<file path="src/common/map_cfg_pkg.sv">
`default_nettype none

package map_cfg_pkg;

	// mapper index as seen by the loader
	typedef enum logic [7:0]
	{
		MAP_070 = 8'd70,
		MAP_152 = 8'd152
	} map_id_e;

	// save-state register map
	typedef enum logic [7:0]
	{
		SST_BANK = 8'd0,	// {prg, chr} bank register
		SST_MAP_IDX = 8'd127	// read only
	} sst_reg_e;

	// static cartridge configuration
	typedef struct packed
	{
		map_id_e map_idx;
		logic mir_v;	// vertical mirroring, mapper 70 only
		logic chr_ram;	// chr is writable ram
	} map_cfg_t;

endpackage

`default_nettype wire

</file>
<file path="src/common/map_bus_pkg.sv">
`default_nettype none

package map_bus_pkg;

	localparam int CPU_AW = 16;	// cpu address space
	localparam int PPU_AW = 14;	// ppu address space
	localparam int MEM_AW = 18;	// widest external memory
	localparam int DW = 8;

	// cpu side, sampled on m2
	typedef struct packed
	{
		logic [CPU_AW-1:0] addr;
		logic [DW-1:0] data;	// write data from the cpu
		logic rw;	// high = read
	} cpu_bus_t;

	// ppu side
	typedef struct packed
	{
		logic [PPU_AW-1:0] addr;
		logic [DW-1:0] data;
		logic oe_n;
		logic we_n;
	} ppu_bus_t;

	// control set for one external memory
	typedef struct packed
	{
		logic ce;
		logic oe;
		logic we;
		logic [MEM_AW-1:0] addr;
		logic [DW-1:0] dati;	// data toward the memory
	} mem_ctrl_t;

	// read data back to the cpu
	typedef struct packed
	{
		logic oe;	// mapper drives the cpu data bus
		logic [DW-1:0] dout;
	} cpu_ret_t;

	// read data back to the ppu
	typedef struct packed
	{
		logic oe;
		logic [DW-1:0] dout;
	} ppu_ret_t;

endpackage

`default_nettype wire
</file>
<file path="src/map_top.sv">
`timescale 1ns/1ps
`default_nettype none

module map_top
	import map_bus_pkg::*;
	import map_cfg_pkg::*;
#(
	parameter int PRG_BANK_BITS = 4,
	parameter int CHR_BANK_BITS = 4
)
(
	input wire logic m2,
	input wire logic arst_n,
	input wire cpu_bus_t cpu,
	input wire ppu_bus_t ppu,
	input wire map_cfg_t cfg,
	input wire logic [7:0] prg_do,
	input wire logic [7:0] chr_do,
	input wire logic psel,
	input wire logic penable,
	input wire logic pwrite,
	input wire logic [7:0] paddr,
	input wire logic [7:0] pwdata,
	output mem_ctrl_t prg,
	output mem_ctrl_t chr,
	output cpu_ret_t cpu_ret,
	output ppu_ret_t ppu_ret,
	output logic ciram_a10,
	output logic ciram_ce,
	output logic [7:0] prdata,
	output logic pready,
	output logic pslverr
);

	logic [PRG_BANK_BITS-1:0] prg_bank;
	logic [CHR_BANK_BITS-1:0] chr_bank;

	bank_ctrl #(
		.PRG_BANK_BITS(PRG_BANK_BITS),
		.CHR_BANK_BITS(CHR_BANK_BITS)
	) u_bank_ctrl (
		.m2(m2),
		.arst_n(arst_n),
		.cpu(cpu),
		.cfg(cfg),
		.psel(psel),
		.penable(penable),
		.pwrite(pwrite),
		.paddr(paddr),
		.pwdata(pwdata),
		.prg_bank(prg_bank),
		.chr_bank(chr_bank),
		.prdata(prdata),
		.pready(pready),
		.pslverr(pslverr)
	);

	prg_map #(
		.PRG_BANK_BITS(PRG_BANK_BITS)
	) u_prg_map (
		.cpu(cpu),
		.prg_bank(prg_bank),
		.prg_do(prg_do),
		.prg(prg),
		.cpu_ret(cpu_ret)
	);

	// top prg bit doubles as the single-screen page on 152
	chr_map #(
		.CHR_BANK_BITS(CHR_BANK_BITS)
	) u_chr_map (
		.ppu(ppu),
		.cfg(cfg),
		.chr_bank(chr_bank),
		.prg_bank_msb(prg_bank[PRG_BANK_BITS-1]),
		.chr_do(chr_do),
		.chr(chr),
		.ppu_ret(ppu_ret),
		.ciram_a10(ciram_a10),
		.ciram_ce(ciram_ce)
	);

endmodule

`default_nettype wire

</file>
<file path="src/mapper/chr_map.sv">
`timescale 1ns/1ps
`default_nettype none

module chr_map
	import map_bus_pkg::*;
	import map_cfg_pkg::*;
#(
	parameter int CHR_BANK_BITS = 4
)
(
	input wire ppu_bus_t ppu,
	input wire map_cfg_t cfg,
	input wire logic [CHR_BANK_BITS-1:0] chr_bank,
	input wire logic prg_bank_msb,
	input wire logic [7:0] chr_do,
	output mem_ctrl_t chr,
	output ppu_ret_t ppu_ret,
	output logic ciram_a10,
	output logic ciram_ce
);

	localparam int WIN_BITS = 13;	// 8 KiB pattern window

	logic chr_sel;
	logic chr_rd;

	assign chr_sel = ~ppu.addr[13];	// 0x0000-0x1fff

	always_comb
	begin
		chr = '0;
		chr.ce = chr_sel;
		chr.oe = ~ppu.oe_n;
		chr.we = cfg.chr_ram & ~ppu.we_n & chr_sel;	// rom boards never write
		chr.dati = ppu.data;
		chr.addr[WIN_BITS-1:0] = ppu.addr[WIN_BITS-1:0];
		chr.addr[WIN_BITS +: CHR_BANK_BITS] = chr_bank;
	end

	// nametables live in the console's ciram at 0x2000 and up
	assign ciram_ce = ppu.addr[13];

	always_comb
	begin
		if (cfg.map_idx == MAP_152)
			ciram_a10 = prg_bank_msb;	// single screen
		else if (cfg.mir_v)
			ciram_a10 = ppu.addr[10];	// vertical
		else
			ciram_a10 = ppu.addr[11];
	end

	assign chr_rd = chr.ce & chr.oe;

	always_comb
	begin
		ppu_ret.oe = chr_rd;
		ppu_ret.dout = chr_do;
	end

endmodule

`default_nettype wire

</file>
<file path="src/mapper/prg_map.sv">
`timescale 1ns/1ps
`default_nettype none

module prg_map
	import map_bus_pkg::*;
#(
	parameter int PRG_BANK_BITS = 4
)
(
	input wire cpu_bus_t cpu,
	input wire logic [PRG_BANK_BITS-1:0] prg_bank,
	input wire logic [7:0] prg_do,
	output mem_ctrl_t prg,
	output cpu_ret_t cpu_ret
);

	localparam int WIN_BITS = 14;	// 16 KiB window

	logic [PRG_BANK_BITS-1:0] bank_sel;
	logic prg_rd;

	// 0xc000-0xffff stays on the last bank
	assign bank_sel = cpu.addr[14] ? {PRG_BANK_BITS{1'b1}} : prg_bank;

	always_comb
	begin
		prg = '0;	// unused upper address bits stay low
		prg.ce = cpu.addr[15];
		prg.oe = cpu.rw;
		prg.we = 1'b0;	// rom
		prg.dati = cpu.data;
		prg.addr[WIN_BITS-1:0] = cpu.addr[WIN_BITS-1:0];
		prg.addr[WIN_BITS +: PRG_BANK_BITS] = bank_sel;
	end

	assign prg_rd = prg.ce & prg.oe;

	always_comb
	begin
		cpu_ret.oe = prg_rd;
		cpu_ret.dout = prg_do;
	end

endmodule

`default_nettype wire

</file>
<file path="src/mapper/bank_ctrl.sv">
`timescale 1ns/1ps
`default_nettype none

module bank_ctrl
	import map_bus_pkg::*;
	import map_cfg_pkg::*;
#(
	parameter int PRG_BANK_BITS = 4,
	parameter int CHR_BANK_BITS = 4
)
(
	input wire logic m2,
	input wire logic arst_n,
	input wire cpu_bus_t cpu,
	input wire map_cfg_t cfg,
	input wire logic psel,
	input wire logic penable,
	input wire logic pwrite,
	input wire logic [7:0] paddr,
	input wire logic [7:0] pwdata,
	output logic [PRG_BANK_BITS-1:0] prg_bank,
	output logic [CHR_BANK_BITS-1:0] chr_bank,
	output logic [7:0] prdata,
	output logic pready,
	output logic pslverr
);

	// prg field sits in the upper nibble of the written byte
	localparam int PRG_LSB = 4;

	logic [PRG_BANK_BITS-1:0] prg_q;
	logic [CHR_BANK_BITS-1:0] chr_q;
	logic cpu_wr;
	logic apb_access;
	logic sst_wr;
	logic [7:0] bank_byte;
	logic [7:0] sst_rd;

	// any store to 0x8000-0xffff, apb owns the register while selected
	assign cpu_wr = cpu.addr[15] & ~cpu.rw & ~psel;

	assign apb_access = psel & penable;	// second apb cycle
	assign sst_wr = apb_access & pwrite & (paddr == SST_BANK);

	always_ff @(posedge m2 or negedge arst_n)
	begin
		if (!arst_n)
		begin
			prg_q <= '0;
			chr_q <= '0;
		end
		else if (sst_wr)
		begin
			prg_q <= pwdata[PRG_LSB +: PRG_BANK_BITS];	// restore
			chr_q <= pwdata[CHR_BANK_BITS-1:0];
		end
		else if (cpu_wr)
		begin
			prg_q <= cpu.data[PRG_LSB +: PRG_BANK_BITS];
			chr_q <= cpu.data[CHR_BANK_BITS-1:0];
		end
	end

	assign prg_bank = prg_q;
	assign chr_bank = chr_q;

	// register image in the same layout the cpu writes
	always_comb
	begin
		bank_byte = 8'h00;
		bank_byte[PRG_LSB +: PRG_BANK_BITS] = prg_q;
		bank_byte[CHR_BANK_BITS-1:0] = chr_q;
	end

	always_comb
	begin
		case (paddr)
			SST_BANK:
			begin
				sst_rd = bank_byte;
			end
			SST_MAP_IDX:
			begin
				sst_rd = cfg.map_idx;	// loader's index
			end
			default:
			begin
				sst_rd = 8'hff;	// unmapped
			end
		endcase
	end

	// zero wait states, no error response
	assign prdata = apb_access ? sst_rd : 8'h00;
	assign pready = apb_access;
	assign pslverr = 1'b0;

endmodule

`default_nettype wire

</file>
<file path="config.mk">
export PLATFORM = sky130hd
export DESIGN_NAME = map_top
export DESIGN_NICKNAME = d
export VERILOG_FILES = /design/src/common/map_cfg_pkg.sv /design/src/common/map_bus_pkg.sv /design/src/map_top.sv /design/src/mapper/chr_map.sv /design/src/mapper/prg_map.sv /design/src/mapper/bank_ctrl.sv
export SDC_FILE = /design/constraint.sdc
export NUM_CORES = 1
export LEC_CHECK = 0
export BUFFER_PORTS_ARGS = -buffer_cell sky130_fd_sc_hd__buf_2
export CORE_MARGIN = 2
export CORE_UTILIZATION = 27
export CTS_CLUSTER_DIAMETER = 30
export DETAILED_ROUTE_END_ITERATION = 16
export GPL_ROUTABILITY_DRIVEN = 0
export GPL_TIMING_DRIVEN = 0
export PLACE_DENSITY = 0.78
export SYNTH_ARGS = -nofsm -noshare
export SYNTH_HDL_FRONTEND = slang
export SYNTH_SLANG_ARGS = --single-unit
</file>
<file path="constraint.sdc">
create_clock -name m2 -period 1.32 [get_ports m2]
set_input_delay 0.264 -clock m2 [delete_from_list [all_inputs] [get_ports m2]]
set_output_delay 0.264 -clock m2 [all_outputs]
set_load 0.1 [all_outputs]
</file>
==> results.sh <==
export IMPL_first_global_vias=1306
export IMPL_routed_via_count=1464
export IMPL_final_antenna_net_count=0
export IMPL_cp_start_kind="input port"
export IMPL_netlist_top_cell_by_area="sky130_fd_sc_hd__buf_4"
export IMPL_synth_area_um2=1220
export IMPL_clk_path_buf_depth=2
export IMPL_largest_cells_by_area_after_synthesis="sky130_fd_sc_hd__buf_4 (42%), sky130_fd_sc_hd__dfrtp_1 (16%), sky130_fd_sc_hd__mux2i_1 (7.4%)"
export IMPL_clock_pin_slew_reported_for_the_worst_setup_and_hold_paths_after_clock_tree_synthesis_ps=40
export IMPL_finalCritPeriodShare_pct=134
export IMPL_worstSetupPathType="input port to output pin"
export IMPL_met3_length_um=440
export IMPL_gate_count_of_the_mapped_netlist=139
export IMPL_power_ir_vdd_worst_mv=0.668
export IMPL_fin_worst_skew_ps=0
export IMPL_register_area_share_after_synthesis_pct=16.4
export IMPL_end_kind="output pin"
export IMPL_avgViaCountPerCell=4.32
export IMPL_number_of_antenna_cells_inserted=0
export IMPL_n_fill_cell=386
export IMPL_grt_util_all_layers_pct=14.6
export IMPL_die_w_um=71.3
export IMPL_detailed_place_hpwl_um=3320
export IMPL_io_pin_count=184
export IMPL_clk_latency_ps=230
export IMPL_finish_cell_count_without_fillers=339
export IMPL_drt_first_iter_violations=5
export IMPL_maxCapViolCount=0
export IMPL_finalHoldViolCount=0
export IMPL_worst_hold_slack_ps=281
export IMPL_post_route_drc_count=0
export IMPL_routedWlPerCell_um=12.1
export IMPL_grt_setup_unrepaired="true"
export IMPL_grt_overflow=0
export IMPL_dr_max_layer_used="met4"
export IMPL_final_layout_size_suffix_gt1_share_pct=87.8
export IMPL_critPathRequiredTime_ps=1060
export IMPL_coreArea_um2=4350
export IMPL_antenna_violations_before_repair=0
export IMPL_failed_checks="negative setup slack"
export IMPL_floorplan_initialDensity_pct=28.0
export IMPL_cts_buffers=3
export IMPL_yosysWarnings=0
export IMPL_critical_path_peak_fanout=8
export IMPL_grt_first_pass_wirelength_um=5950
export IMPL_static_leakage_power_uw=0.00136
export IMPL_min_path_type="input port to flip-flop"
export IMPL_arrival_ps=1510
export IMPL_cts_tree="done"
export IMPL_final_seq_area_um2=201
export IMPL_met1_length_um=1310
export IMPL_finalSetupTns_ps=-3760
export IMPL_setup_viol_count_final=12
export IMPL_postLayoutSetupSlackWorst_ps=-449
export IMPL_pwr_density_cell_nw_per_um2=1040
export IMPL_grt_max_degree=11
export IMPL_numPortBuffers=131
export IMPL_yosys_area_top_type_share_pct=41.8
export IMPL_dieHeight_um=71.3
export IMPL_slew_viol_final=0
export IMPL_area_of_the_multi_input_gates_um2=661
export IMPL_area_growth_syn_to_layout_pct=110
export IMPL_postSynthRegisterBits=8
export IMPL_finalCriticalPeriod_ps=1770
export IMPL_finish_net_count=385
export IMPL_tritoncts_num_sinks=8
export IMPL_met2WireLength_um=2260
export IMPL_outcome="finished with violations"
export IMPL_synth_distinct_cells=24
export IMPL_place_detailed_instances=324
export IMPL_pre_cts_ws_ps=-951
export IMPL_postRouteWirelength_um=4090
export IMPL_fmax_ghz=0.565
export IMPL_rows=24
export IMPL_cts_root_buf="sky130_fd_sc_hd__clkbuf_8"
export IMPL_post_route_util_pct=58.9
export IMPL_post_synth_cell_area_avg_um2=8.79
export IMPL_die_area_um2=5080
export IMPL_hold_path_depth=3
export IMPL_cts_htree_levels=1
export IMPL_timing_reg2reg_worst_path_depth=3
export IMPL_firstDrtPassIters=2
[power breakdown]
part           leakage [uW]  internal [uW]  total, uW  switching, uW
combinational       0.00124            549       2030           1480
clock             0.0000216            197        292           94.3
sequential        0.0000936            295        355           60.0
[per-layer routing]
metal	vias to the layer above	GRT usage, %
met3	8	2.81
met5	-	0
li1	699	-
met2	106	27.6
met1	651	16.1
met4	0	5.24
[flip-flops by register name, summed over array words and instances (netlist names)]
register,count
u_bank_ctrl.chr_bank,4
u_bank_ctrl.prg_bank,4
[layout make-up]
| cell class | count | area share, % |
|---|---|---|
| flip-flops and latches | 8 | 7.85 |
| repair buffers | 143 | 40.4 |
| inverters | 3 | 0.585 |
| plain buffers | 71 | 21.3 |
| clock buffers | 3 | 1.61 |
| well taps | 52 | 2.54 |
| multi-input cells | 59 | 25.7 |
[worst max-delay path, cell delays in order]
cell and delay [ps]:
sky130_fd_sc_hd__buf_6 100, sky130_fd_sc_hd__nor4_4 240, sky130_fd_sc_hd__buf_4 170, sky130_fd_sc_hd__a211oi_4 70, sky130_fd_sc_hd__buf_12 140, sky130_fd_sc_hd__a221o_4 350, sky130_fd_sc_hd__buf_12 170
[per-stage QoR]
stage               instance area, um2  power, uW
floorplan                         1380       1910
global placement                  2100       2180
detailed placement                2100       2190
CTS                               2500       2670
global route                      2570       2770
finish                            2570       2680
[final timing paths]
path | start | end | slack [ps]
setup / recovery | paddr[2] | prdata[4] | -450
hold / removal | pwdata[6] | u_bank_ctrl.prg_bank[2]$_DFFE_PN0P_ | 280
setup reg to reg | u_bank_ctrl.prg_bank[1]$_DFFE_PN0P_ | u_bank_ctrl.prg_bank[1]$_DFFE_PN0P_ | 410
hold reg to reg | u_bank_ctrl.prg_bank[2]$_DFFE_PN0P_ | u_bank_ctrl.prg_bank[2]$_DFFE_PN0P_ | 650
max in group asynchronous | arst_n | u_bank_ctrl.prg_bank[3]$_DFFE_PN0P_ | 720
min in group asynchronous | arst_n | u_bank_ctrl.chr_bank[3]$_DFFE_PN0P_ | 420
[Yosys cell counts]
master / n
sky130_fd_sc_hd__clkbuf_2: 1
sky130_fd_sc_hd__a211oi_2: 1
sky130_fd_sc_hd__a221o_1: 8
sky130_fd_sc_hd__nor4_4: 2
sky130_fd_sc_hd__and3_1: 1
sky130_fd_sc_hd__nand4_1: 2
sky130_fd_sc_hd__nor3b_1: 2
sky130_fd_sc_hd__buf_4: 68
sky130_fd_sc_hd__buf_6: 2
sky130_fd_sc_hd__nor4b_1: 1
sky130_fd_sc_hd__a21oi_2: 8
sky130_fd_sc_hd__nand4_4: 1
sky130_fd_sc_hd__nand4b_1: 1
sky130_fd_sc_hd__conb_1: 1
sky130_fd_sc_hd__nor2_1: 10
sky130_fd_sc_hd__dfrtp_1: 8
sky130_fd_sc_hd__inv_1: 3
sky130_fd_sc_hd__nand2_1: 1
sky130_fd_sc_hd__and2_1: 1
sky130_fd_sc_hd__nor3_2: 1
sky130_fd_sc_hd__nor2_2: 2
sky130_fd_sc_hd__mux2i_1: 9
sky130_fd_sc_hd__or2_2: 4
sky130_fd_sc_hd__a21oi_1: 1
[repair_timing]
action	CTS	global route
endpoints found under the hold margin	8	0
buffers inserted	6	6
gates resized for setup	75	8
hold buffers	1	0
pin swaps	10	9
cloned	0	0
endpoints found under the setup margin	17	18
[kinds of logic after synthesis]
| kind of cell | after synthesis | share of synthesized area, % |
|---|---|---|
| buffers and inverters | 74 | 45.0 |
| AND/OR/NAND/NOR | 29 | 17.2 |
| flip-flops | 8 | 16.4 |
| multiplexers | 9 | 7.38 |
| AO/OA/AOI/OAI | 18 | 13.7 |
| other | 1 | 0.307 |
[layout by cell type (no fill, tap or decap)]
cell	instances
sky130_fd_sc_hd__a211oi_4	1
sky130_fd_sc_hd__a21oi_2	8
sky130_fd_sc_hd__a21oi_4	1
sky130_fd_sc_hd__a221o_4	8
sky130_fd_sc_hd__and2_1	1
sky130_fd_sc_hd__and3_4	1
sky130_fd_sc_hd__buf_12	16
sky130_fd_sc_hd__buf_2	107
sky130_fd_sc_hd__buf_4	81
sky130_fd_sc_hd__buf_6	7
sky130_fd_sc_hd__buf_8	2
sky130_fd_sc_hd__clkbuf_8	3
sky130_fd_sc_hd__clkinvlp_4	1
sky130_fd_sc_hd__conb_1	3
sky130_fd_sc_hd__dfrtp_1	7
sky130_fd_sc_hd__dfrtp_2	1
sky130_fd_sc_hd__dlygate4sd3_1	1
sky130_fd_sc_hd__inv_1	2
sky130_fd_sc_hd__mux2i_1	9
sky130_fd_sc_hd__nand2_8	1
sky130_fd_sc_hd__nand4_1	2
sky130_fd_sc_hd__nand4_4	1
sky130_fd_sc_hd__nand4b_1	1
sky130_fd_sc_hd__nor2_1	8
sky130_fd_sc_hd__nor2_2	2
sky130_fd_sc_hd__nor2_4	2
sky130_fd_sc_hd__nor3_4	1
sky130_fd_sc_hd__nor3b_1	1
sky130_fd_sc_hd__nor3b_2	1
sky130_fd_sc_hd__nor4_4	2
sky130_fd_sc_hd__nor4b_4	1
sky130_fd_sc_hd__or2_4	4
Note: power is estimated with default switching activity, not from simulation.
